===== config.mk =====
export PLATFORM = sky130hd
export DESIGN_NAME = uart_rx
export DESIGN_NICKNAME = d
export VERILOG_FILES = /design/src/uart_rx_pkg.sv /design/src/rx_line_sync.sv /design/src/rx_bit_timer.sv /design/src/rx_state.sv /design/src/rx_data_path.sv /design/src/uart_rx.sv
export VERILOG_INCLUDE_DIRS = /design/src /design/src/include
export SDC_FILE = /design/constraint.sdc
export NUM_CORES = 1
export LEC_CHECK = 0
export ABC_AREA = 1
export BUFFER_PORTS_ARGS = -buffer_cell sky130_fd_sc_hd__buf_4
export CORE_ASPECT_RATIO = 0.75
export CORE_UTILIZATION = 60
export DETAILED_ROUTE_END_ITERATION = 10
export PLACE_DENSITY = 0.87
export SYNTH_ARGS = -nofsm -noshare
export SYNTH_HDL_FRONTEND = slang
export SYNTH_HIERARCHICAL = 1
export SYNTH_SLANG_ARGS = --single-unit

===== constraint.sdc =====
create_clock -name clk -period 4.1 [get_ports clk]
set_input_delay 0.41 -clock clk [delete_from_list [all_inputs] [get_ports clk]]
set_output_delay 0.41 -clock clk [all_outputs]
set_load 0.03 [all_outputs]

===== src/include/uart_rx_defines.svh =====
`ifndef UART_RX_DEFINES_SVH
`define UART_RX_DEFINES_SVH

////////////////////
// receiver timing
////////////////////

// clock cycles per serial bit, 4 or more.
`define RX_CLKS_PER_BIT 16

////////////////////
// frame format
////////////////////

`define RX_PARITY_ODD 0 // 0 even, 1 odd.

`endif


===== src/uart_rx_pkg.sv =====
`default_nettype none

`include "uart_rx_defines.svh"

package uart_rx_pkg;

    typedef logic [7:0] rx_byte_t; // one received data byte.

    // holds 0 .. RX_CLKS_PER_BIT-1.
    typedef logic [$clog2(`RX_CLKS_PER_BIT)-1:0] bit_count_t;

    // data states are consecutive so they can be stepped by +1.
    typedef enum logic [3:0] {
        RX_IDLE       = 4'd0,
        RX_START_BIT  = 4'd1,
        RX_DATA_BIT_0 = 4'd2,
        RX_DATA_BIT_1 = 4'd3,
        RX_DATA_BIT_2 = 4'd4,
        RX_DATA_BIT_3 = 4'd5,
        RX_DATA_BIT_4 = 4'd6,
        RX_DATA_BIT_5 = 4'd7,
        RX_DATA_BIT_6 = 4'd8,
        RX_DATA_BIT_7 = 4'd9,
        RX_PARITY_BIT = 4'd10,
        RX_STOP_BIT   = 4'd11
    } rx_state_t;

endpackage

`default_nettype wire


===== src/rx_line_sync.sv =====
`timescale 1ns/100ps
`default_nettype none

module rx_line_sync (
    input  logic clk,
    input  logic reset,
    input  logic rx,       // asynchronous serial line.
    output logic rx_sync,
    output logic rx_fall
);

    logic rx_meta; // first synchronizer stage.
    logic rx_prev; // rx_sync one cycle ago.

    ////////////////////
    // synchronizer
    ////////////////////

    // line idles high, so every stage resets to 1.
    always_ff @(posedge clk)
    begin
        if (reset)
        begin
            rx_meta <= 1'b1;
            rx_sync <= 1'b1;
            rx_prev <= 1'b1;
        end
        else
        begin
            rx_meta <= rx;
            rx_sync <= rx_meta;
            rx_prev <= rx_sync;
        end
    end

    ////////////////////
    // edge detect
    ////////////////////

    always_ff @(posedge clk)
    begin
        if (reset)
            rx_fall <= 1'b0;
        else
            rx_fall <= rx_prev & ~rx_sync; // high-to-low seen last cycle.
    end

endmodule

`default_nettype wire


===== src/rx_bit_timer.sv =====
`timescale 1ns/100ps
`default_nettype none

`include "uart_rx_defines.svh"

module rx_bit_timer
    import uart_rx_pkg::*;
(
    input  logic clk,
    input  logic reset,
    input  logic rx_fall,
    output logic sampling_strobe
);

    localparam int last_count = `RX_CLKS_PER_BIT - 1;

    // count is 0 the cycle after the edge and the strobe is registered,
    // so firing at HALF-2 puts the strobe RX_CLKS_PER_BIT/2 cycles after rx_fall.
    localparam int strobe_count = `RX_CLKS_PER_BIT / 2 - 2;

    bit_count_t count;

    ////////////////////
    // bit period counter
    ////////////////////

    always_ff @(posedge clk)
    begin
        if (reset)
            count <= '0;
        else if (rx_fall)
            count <= '0; // realign on every edge.
        else if (count == bit_count_t'(last_count))
            count <= '0;
        else
            count <= count + 1'b1;
    end

    // mid-bit strobe.
    always_ff @(posedge clk)
    begin
        if (reset)
            sampling_strobe <= 1'b0;
        else
            sampling_strobe <= !rx_fall && (count == bit_count_t'(strobe_count));
    end

    count_in_range: assert property (
        @(posedge clk) disable iff (reset)
        count < `RX_CLKS_PER_BIT
    );

endmodule

`default_nettype wire


===== src/rx_state.sv =====
`timescale 1ns/100ps
`default_nettype none

module rx_state
    import uart_rx_pkg::*;
(
    input  logic clk,
    input  logic reset,
    input  logic start_detected,    // line currently low.
    input  logic sampling_strobe,   // centre of a bit.
    output logic data_is_available,
    output logic data_is_valid,
    output logic is_parity_stage
);

    rx_state_t state;

    ////////////////////
    // frame sequencer
    ////////////////////

    // one step per strobe.
    always_ff @(posedge clk)
    begin
        if (reset)
            state <= RX_IDLE;
        else if (sampling_strobe)
        begin
            case (state)
                RX_IDLE:
                    // still low at mid-bit, so not a glitch.
                    state <= start_detected ? RX_START_BIT : RX_IDLE;
                RX_START_BIT:
                    state <= RX_DATA_BIT_0;
                RX_DATA_BIT_0,
                RX_DATA_BIT_1,
                RX_DATA_BIT_2,
                RX_DATA_BIT_3,
                RX_DATA_BIT_4,
                RX_DATA_BIT_5,
                RX_DATA_BIT_6:
                    state <= rx_state_t'(state + 1'b1);
                RX_DATA_BIT_7:
                    state <= RX_PARITY_BIT;
                RX_PARITY_BIT:
                    state <= RX_STOP_BIT;
                RX_STOP_BIT:
                    state <= RX_IDLE;
                default:
                    state <= RX_IDLE;
            endcase
        end
    end

    // level outputs, one cycle behind the state.
    always_ff @(posedge clk)
    begin
        if (reset)
        begin
            data_is_available <= 1'b0;
            is_parity_stage   <= 1'b0;
            data_is_valid     <= 1'b0;
        end
        else
        begin
            data_is_available <= (state >= RX_DATA_BIT_0) && (state <= RX_DATA_BIT_7);
            is_parity_stage   <= (state == RX_PARITY_BIT);
            data_is_valid     <= (state == RX_STOP_BIT); // frame complete.
        end
    end

    state_legal: assert property (
        @(posedge clk) disable iff (reset)
        state inside {[RX_IDLE:RX_STOP_BIT]}
    );

    // no movement between strobes.
    state_moves_on_strobe: assert property (
        @(posedge clk) disable iff (reset)
        $changed(state) |-> $past(sampling_strobe)
    );

endmodule

`default_nettype wire


===== src/rx_data_path.sv =====
`timescale 1ns/100ps
`default_nettype none

`include "uart_rx_defines.svh"

module rx_data_path
    import uart_rx_pkg::*;
(
    input  logic     clk,
    input  logic     reset,
    input  logic     rx_sync,
    input  logic     sampling_strobe,
    input  logic     data_is_available,
    input  logic     is_parity_stage,
    input  logic     data_is_valid,
    output rx_byte_t rx_data,
    output logic     rx_valid,
    output logic     parity_error,
    output logic     framing_error
);

    logic     strobe_d1;
    logic     strobe_d2;  // lines up with the sequencer levels.
    rx_byte_t shift_reg;
    logic     parity_bit;
    logic     parity_calc;

    // expected parity bit for the byte.
    assign parity_calc = (^shift_reg) ^ 1'(`RX_PARITY_ODD);

    ////////////////////
    // strobe alignment
    ////////////////////

    always_ff @(posedge clk)
    begin
        if (reset)
        begin
            strobe_d1 <= 1'b0;
            strobe_d2 <= 1'b0;
        end
        else
        begin
            strobe_d1 <= sampling_strobe;
            strobe_d2 <= strobe_d1;
        end
    end

    ////////////////////
    // capture
    ////////////////////

    always_ff @(posedge clk)
    begin
        if (reset)
        begin
            shift_reg  <= '0;
            parity_bit <= 1'b0;
            rx_data    <= '0;
        end
        else
        begin
            if (strobe_d2 && data_is_available)
                shift_reg <= {rx_sync, shift_reg[7:1]}; // new bit enters at the top.
            if (strobe_d2 && is_parity_stage)
                parity_bit <= rx_sync;
            if (strobe_d2 && data_is_valid)
                rx_data <= shift_reg;
        end
    end

    // flags hold until the next stop bit.
    always_ff @(posedge clk)
    begin
        if (reset)
        begin
            rx_valid      <= 1'b0;
            parity_error  <= 1'b0;
            framing_error <= 1'b0;
        end
        else
        begin
            rx_valid <= strobe_d2 && data_is_valid;
            if (strobe_d2 && data_is_valid)
            begin
                parity_error  <= (parity_bit != parity_calc);
                framing_error <= !rx_sync; // stop bit must be high.
            end
        end
    end

    valid_single_cycle: assert property (
        @(posedge clk) disable iff (reset)
        rx_valid |=> !rx_valid
    );

endmodule

`default_nettype wire


===== src/uart_rx.sv =====
`timescale 1ns/100ps
`default_nettype none

module uart_rx
    import uart_rx_pkg::*;
(
    input  logic     clk,
    input  logic     reset,
    input  logic     rx,
    output rx_byte_t rx_data,
    output logic     rx_valid,
    output logic     parity_error,
    output logic     framing_error
);

    logic rx_sync;
    logic rx_fall;
    logic sampling_strobe;
    logic start_detected;
    logic data_is_available;
    logic data_is_valid;
    logic is_parity_stage;

    assign start_detected = ~rx_sync; // line held low.

    ////////////////////
    // front end
    ////////////////////

    rx_line_sync u_rx_line_sync (
        .clk     (clk),
        .reset   (reset),
        .rx      (rx),
        .rx_sync (rx_sync),
        .rx_fall (rx_fall)
    );

    rx_bit_timer u_rx_bit_timer (
        .clk             (clk),
        .reset           (reset),
        .rx_fall         (rx_fall),
        .sampling_strobe (sampling_strobe)
    );

    ////////////////////
    // frame handling
    ////////////////////

    rx_state u_rx_state (
        .clk               (clk),
        .reset             (reset),
        .start_detected    (start_detected),
        .sampling_strobe   (sampling_strobe),
        .data_is_available (data_is_available),
        .data_is_valid     (data_is_valid),
        .is_parity_stage   (is_parity_stage)
    );

    rx_data_path u_rx_data_path (
        .clk               (clk),
        .reset             (reset),
        .rx_sync           (rx_sync),
        .sampling_strobe   (sampling_strobe),
        .data_is_available (data_is_available),
        .is_parity_stage   (is_parity_stage),
        .data_is_valid     (data_is_valid),
        .rx_data           (rx_data),
        .rx_valid          (rx_valid),
        .parity_error      (parity_error),
        .framing_error     (framing_error)
    );

endmodule

`default_nettype wire


=== Word-level counts from Yosys, hierarchy flattened ===
Index checks and enable logic that the tools add are counted.

* Register bits after elaboration: 38
* Input bits: 3
* Output and inout port bits: 11
* Logic and storage cells: 51

* Add/subtract/negate cells: 2
* $lt $le $gt $ge: 2
* Eq/ne operators: 14
* Mux-type cells: 2
* Bitwise operators: 2
* Reduce and logical (&&, ||, !) cells: 11

{| class="wikitable"
|+ Operators by type and width
! kind !! number
|-
| == test 4 x 3 -> 1 bit (second input constant) || 5
|-
| == test 4 bit (second input constant) || 5
|-
| one-hot mux 4 bit (5 select lines) || 1
|-
| adder 4 x 1 -> 4 bit (second input constant) || 2
|-
| == test 4 x 2 -> 1 bit (second input constant) || 2
|-
| parity 8 bit || 1
|-
| OR reduction 7 bit || 1
|-
| logical AND 1 bit || 5
|-
| == test 4 x 1 -> 1 bit (second input constant) || 1
|-
| >= comparator 4 x 2 -> 1 bit (second input constant) || 1
|-
| less-or-equal comparator 4 bit (second input constant) || 1
|-
| zero test 4 bit || 1
|-
| OR reduction 3 bit || 1
|-
| zero test 1 bit || 2
|-
| AND 1 bit || 1
|-
| two-way mux 1 bit || 1
|-
| inequality test 1 bit || 1
|-
| inverter 1 bit || 1
|}

=== Logic depth before layout (Yosys ltp) ===
Gate-level depths: netlist (run 1).

* Depth in word-level cells: 3
* Mapped depth: 10

=== Modules after synthesis ===
The synthesis (run 1) kept the hierarchy.

{| class="wikitable"
|+ Modules (own cells, without submodules)
! module !! instances !! cells an instance !! area each (µm²) !! seq. area each (µm²)
|-
| rx_data_path || 1 || 116 || 883.3 || 440.4
|-
| rx_state || 1 || 63 || 432.9 || 140.1
|-
| rx_bit_timer || 1 || 23 || 200.2 || 100.1
|-
| rx_line_sync || 1 || 10 || 110.1 || 80.1
|-
| uart_rx || 1 || 1 || 3.8 || 0.0
|}

=== Worst setup path before layout (run 1) ===
No wires, ideal clock.

* Path kind: register to register
* Start point: register u_rx_state.state[0]
* End point: register u_rx_state.state[3]
* Setup time: 0.116 ns
* Arrival time: 1.185 ns
* Data required time: 3.984 ns
* Setup slack: 2.799 ns
* Stages on the path, launching flop included: 11
* Clock period less this slack: 1.301 ns
* Path through: dfxtp_1 > inv_1 > ha_1 > nor2_1 > nand2_1 > nand2_1 > nand3_2 > nand2_1 > nand2_1 > nand2_1 > a21oi_1

* Longest elaborated chain between the ends: 3

{| class="wikitable"
|+ RTL lines
! item !! line !! source
|-
| from (decl) || rx_state.sv:16 || <nowiki>rx_state_t state;</nowiki>
|-
| from (signal assigned) || rx_state.sv:32 || <nowiki>state <= start_detected ? RX_START_BIT : RX_IDLE;</nowiki>
|-
| from (signal assigned) || rx_state.sv:42 || <nowiki>state <= rx_state_t'(state + 1'b1);</nowiki>
|-
| branches (longest 2 deep; another with adder 4 x 1 -> 4 bit) || -- ||
|-
| one-hot mux 4 bit (5 select lines) * || rx_state.sv:29 || <nowiki>case (state)</nowiki>
|}

Mark *: on every way between the ends.
A chain may end at the register's enable or synchronous reset.

=== Final worst setup path (run 1) ===
Same ends and word-level chain as after synthesis.

==> reports/results.ini, run 1 <==
[clock_tree]
postCtsSetupBuffers=0
cts_resized=0
hold_buffers=0
clkSinkCount=38
clk_pin_slew_ps=110
cts_tree=built
cts-root-buf=clkbuf_4
worst_skew_pair.late_latency_ps=340
numCtsBuffers=5
htreeDepth=2
clockBufferDepth=2

[power_and_ir_drop]
p_leak_nw=0.812
p_total_uw=637
irDropWorstVdd_mv=0.238
p_per_area_nw_per_um2=349

[route]
vias=1333
drtIter0Drc=85
drt_pass1_iterations=4
routed_via_density=5.05
ant_nets=0
drc=0
routedWlPerCell_um=10.7
wl_um=2810

[grt]
grt.met2_usage_pct=40.9
overflow=0
busiest_layer=met2
grt_pass1_vias=1185
grt_start_max_net_pins=36
antenna_found_initial=0
grt_pass1_wl_um=4940
grtUsageMet1_pct=27.1
met3_usage_pct=5.83
grtUsageTotal_pct=22.5

[timing]
setup_viol=0
fin_worst_skew_ps=13.0
slew_headroom_pct=74.4
max_freq_mhz=654
min_period_ps=1530
grt_setup_unrepaired=false
hold_viol=0
worst_pin_slew_ps=382
fin_tns_setup_ps=0
drv_slew=0
post-route-period-util_pct=37.3

[place]
globalplace.congestion=0.920
portBuffers=13
hpwl_um=2040

[critical_path]
crit_type=register to register
endpoint_kind=register
arrival_ps=1750
cp-start-kind=register
path_max_fanout=5
crit_required_ps=4320

[die]
core_area_um2=2440
rows=15
io_pins=14
start_util_pct=66.8
die_w_um=62.2
die_h_um=47.1
dieArea_um2=2930

[synth]
netlist_area_um2=1630
seq_area_frac_synth_pct=46.7
synth-seq-cells=38
syn_nets=223
yosysUniqueCellTypes=24
synthCells=213
syn_area_per_cell_um2=7.65
ys_warn_count=6

[hold_path]
worst_hold_path_type=input port to register

[outcome]
status=finished, final reports clean

[final_layout]
final_cell_mix=nand2_1, dfxtp_1, nor2_1
drive_gt1_share_pct=14.8
n_antenna_cell=0
final_common_cell=nand2_1
area_growth_pct=12.1
nNetsFinal=239

[run]
maxCapViolCount=0

## power breakdown
part	internal (mW)	switching [mW]
logic	0.00485	0.00911
clock network	0.126	0.120
registers	0.373	0.00392
## layer usage
metal	vias to the layer above	wire, um
met1	597	1350
met5	-	0
met4	0	23
li1	706	-
met2	26	1320
met3	4	124
## area by class of cell
class / count / area (um^2)
Tap cell: 34 / 42.5
Clock inverter: 3 / 40.0
Timing Repair Buffer: 13 / 97.6
Sequential cell: 38 / 761
Multi-Input combinational cell: 145 / 752
Clock buffer: 5 / 37.5
Inverter: 26 / 97.6
Fill cell: 193 / 612
## kinds of logic (layout without fill, tap and decap cells)
kind of cell	after synthesis	in the layout	share of synthesized area, %
AND/OR/NAND/NOR	104	104	26.6
flip-flops	38	38	46.7
buffers and inverters	30	47	7.21
AO/OA/AOI/OAI	28	28	11.0
adder cells (fa/ha/maj)	7	7	5.37
XOR/XNOR	6	6	3.22
## through the flow
step | worst slack [ps] | cell area [um^2] | hold WS, ps | util [%] | std cells
3_5_place_dp | 2620 | 1750 | 388 | 71.7 | 256
3_3_place_gp | 2720 | 1750 | 386 | 71.7 | 256
4_1_cts | 2590 | 1830 | 237 | 74.9 | 264
5_1_grt | 2420 | 1830 | 242 | 74.9 | 264
2_1_floorplan | 2800 | 1630 | 383 | - | 213
6_report | 2570 | 1830 | 249 | 74.9 | 264
## final timing paths
check                         start                endpoint  slack [ps]  depth (start not counted)
max reg2reg     u_rx_state/state[0]     u_rx_state/state[3]        2570                         10
min                              rx  u_rx_line_sync/rx_meta         250                          2
min reg2reg  u_rx_line_sync/rx_meta  u_rx_line_sync/rx_sync         410                          1
max             u_rx_state/state[0]     u_rx_state/state[3]        2570                         10
## critical path: stages, from the launching register on
cell and delay (ps):
dfxtp_1 430, inv_1 120, ha_1 280, nor2_1 130, nand2_1 60, nand2_1 70
nand3_2 90, nand2_1 70, nand2_1 50, nand2_1 60, a21oi_1 50
## cell usage after synthesis
cell type | count | area, um^2
a211oi_1 | 11 | 82.6
a21oi_1 | 11 | 55.1
a221oi_1 | 1 | 8.76
buf_1 | 1 | 3.75
buf_2 | 1 | 5.00
buf_4 | 1 | 7.51
clkbuf_1 | 1 | 3.75
dfxtp_1 | 38 | 761
ha_1 | 7 | 87.6
inv_1 | 20 | 75.1
inv_2 | 6 | 22.5
nand2_1 | 56 | 210
nand2_2 | 1 | 6.26
nand3_1 | 6 | 30.0
nand3_2 | 3 | 30.0
nand4_1 | 1 | 6.26
nor2_1 | 32 | 120
nor2_2 | 1 | 6.26
nor3_1 | 1 | 5.00
o21ai_0 | 3 | 15.0
o21ai_2 | 2 | 17.5
or2_1 | 3 | 18.8
xnor2_1 | 3 | 26.3
xor2_1 | 3 | 26.3
(Power assumes the default switching activity.)
==> inputs of run 2 (changes only) <==
--- a/config.mk
+++ b/config.mk
@@ -9,9 +9,9 @@
 export ABC_AREA = 1
 export BUFFER_PORTS_ARGS = -buffer_cell sky130_fd_sc_hd__buf_4
 export CORE_ASPECT_RATIO = 0.75
-export CORE_UTILIZATION = 60
+export CORE_UTILIZATION = 57
 export DETAILED_ROUTE_END_ITERATION = 10
-export PLACE_DENSITY = 0.87
+export PLACE_DENSITY = 0.84
 export SYNTH_ARGS = -nofsm -noshare
 export SYNTH_HDL_FRONTEND = slang
 export SYNTH_HIERARCHICAL = 1
==> constraint.sdc (replaced) <==
create_clock -name clk -period 1.49 [get_ports clk]
set_input_delay 0.149 -clock clk [delete_from_list [all_inputs] [get_ports clk]]
set_output_delay 0.149 -clock clk [all_outputs]
set_load 0.03 [all_outputs]
==> run 2 against run 1 <==
  * Flip-flop and latch count unchanged
  * Non-clock buffer count increased by 2
  * Cell area grew 4.7%
  * Sequential power increased to 2.7 times the previous value
  * Worst hold slack worse by 190 ps
  * Setup slack got worse by 2500 ps
  * Critical path type unchanged
  * Clock power grew to 2.9 times the previous value
  * Cell count is 1.5% higher
  * Critical path depth unchanged
  * Utilization decreased by 3.0 points
  * Total power rose to 2.8 times the previous value
  * Routed wire length rose by 5.9%
==> reports/results.ini, run 2 (same netlist as run 1, synthesis figures left out) <==
[final_layout]
area_growth_pct=17.4
nNetsFinal=241
drive_gt1_share_pct=19.8
final_cells=268
num-fill-cells=239
utilization_pct=71.9
final_cell_area_um2=1910
final_common_cell=nand2_1
seqCellArea_um2=768
multi_input_area_um2=796
final_cell_mix=nand2_1, dfxtp_1, nor2_1
n_antenna_cell=0

[die]
start_util_pct=61.2
rows=16
die_h_um=48.3
io_pins=14
die_w_um=63.8
dieArea_um2=3080
core_area_um2=2660

[run]
maxCapViolCount=0

[place]
placedCellCount=259
postPlaceCellArea_um2=1760
portBuffers=13
hpwl_um=2010
dp_slack_ps=33.4
globalplace.congestion=0.817

[timing]
grt_setup_unrepaired=true
layout_setup_ws_ps=85.9
setup_viol=0
hold_viol=0
min_period_ps=1400
post-route-period-util_pct=94.2
drv_slew=0
slew_headroom_pct=76.3
max_freq_mhz=712
worst_pin_slew_ps=353
fin_worst_skew_ps=3.68
hold_ws_ps=56.0
fin_tns_setup_ps=0

[critical_path]
crit_required_ps=1650
arrival_ps=1570
endpoint_kind=register
cp-start-kind=register
crit_type=register to register
r2r_cells=10
path_max_fanout=5

[clock_tree]
worst_skew_pair.late_latency_ps=280
cts_tree=built
htreeDepth=2
cts-root-buf=clkbuf_8
clk_pin_slew_ps=70
numCtsBuffers=5
clkSinkCount=38
clockBufferDepth=2

[grt]
antenna_found_initial=0
grt_pass1_wl_um=4960
overflow=0
grtUsageTotal_pct=20.8
grt_pass1_vias=1196
grt_start_max_net_pins=36

[route]
ant_nets=0
vias=1289
wl_um=2980
drtIter0Drc=61
routed_via_density=4.81
m1WireLength_um=1580
drt_pass1_iterations=4
routedWlPerCell_um=11.1
drc=0
maxUsedRoutingLayer=met4
met2_length_um=1260
met3_length_um=122

[hold_path]
worstHoldPathCells=2
worst_hold_path_type=input port to register

[power_and_ir_drop]
p_per_area_nw_per_um2=932
irDropWorstVdd_mv=0.914
p_leak_nw=0.832
p_total_mw=1.78

[outcome]
status=finished, final reports clean

[run 2: final cells by class]
cell class              count  area share [%]
clock buffers               7            4.51
clock inverters             1           0.261
inverters                  26            5.29
multi-input cells         145            41.6
flip-flops and latches     38            40.1
well taps                  36            2.35
repair buffers             15            5.88
[run 2: critical path, stage by stage (launching register included)]
cell and delay, ps:
dfxtp_4 380, clkinvlp_4 150, ha_4 200, nor2_2 80, nand2_1 60, nand2_1 60
nand3_2 100, nand2_1 90, nand2_1 60, nand2_2 60, a21oi_2 50
[run 2: worst paths after layout]
check                                             from                     end  slack, ps
worst min-delay path                                rx  u_rx_line_sync/rx_meta         60
worst max-delay path               u_rx_state/state[0]     u_rx_state/state[1]         90
worst max register to register     u_rx_state/state[0]     u_rx_state/state[1]         90
worst min register to register  u_rx_line_sync/rx_meta  u_rx_line_sync/rx_sync        410
[run 2: where the power goes]
group / internal [mW] / switching, mW / leakage (nW) / total, mW
Clock: 0.373 / 0.339 / 0.0482 / 0.712
Sequential: 1.02 / 0.0113 / 0.309 / 1.03
Combinational: 0.0134 / 0.0253 / 0.475 / 0.0387
Total: 1.41 / 0.376 / 0.832 / 1.78
[run 2: what timing repair did]
item / CTS / global route
buffers inserted: 0 / 1
resized for setup: 0 / 16
hold buffers: 0 / 0
endpoints found under the setup margin: 0 / 4
[run 2: layer usage]
| metal | vias up | track usage (%) |
|---|---|---|
| li1 | 711 | - |
| met1 | 553 | 27.9 |
| met2 | 23 | 31.2 |
| met3 | 2 | 6.84 |
| met4 | 0 | 7.58 |
| met5 | - | 0 |
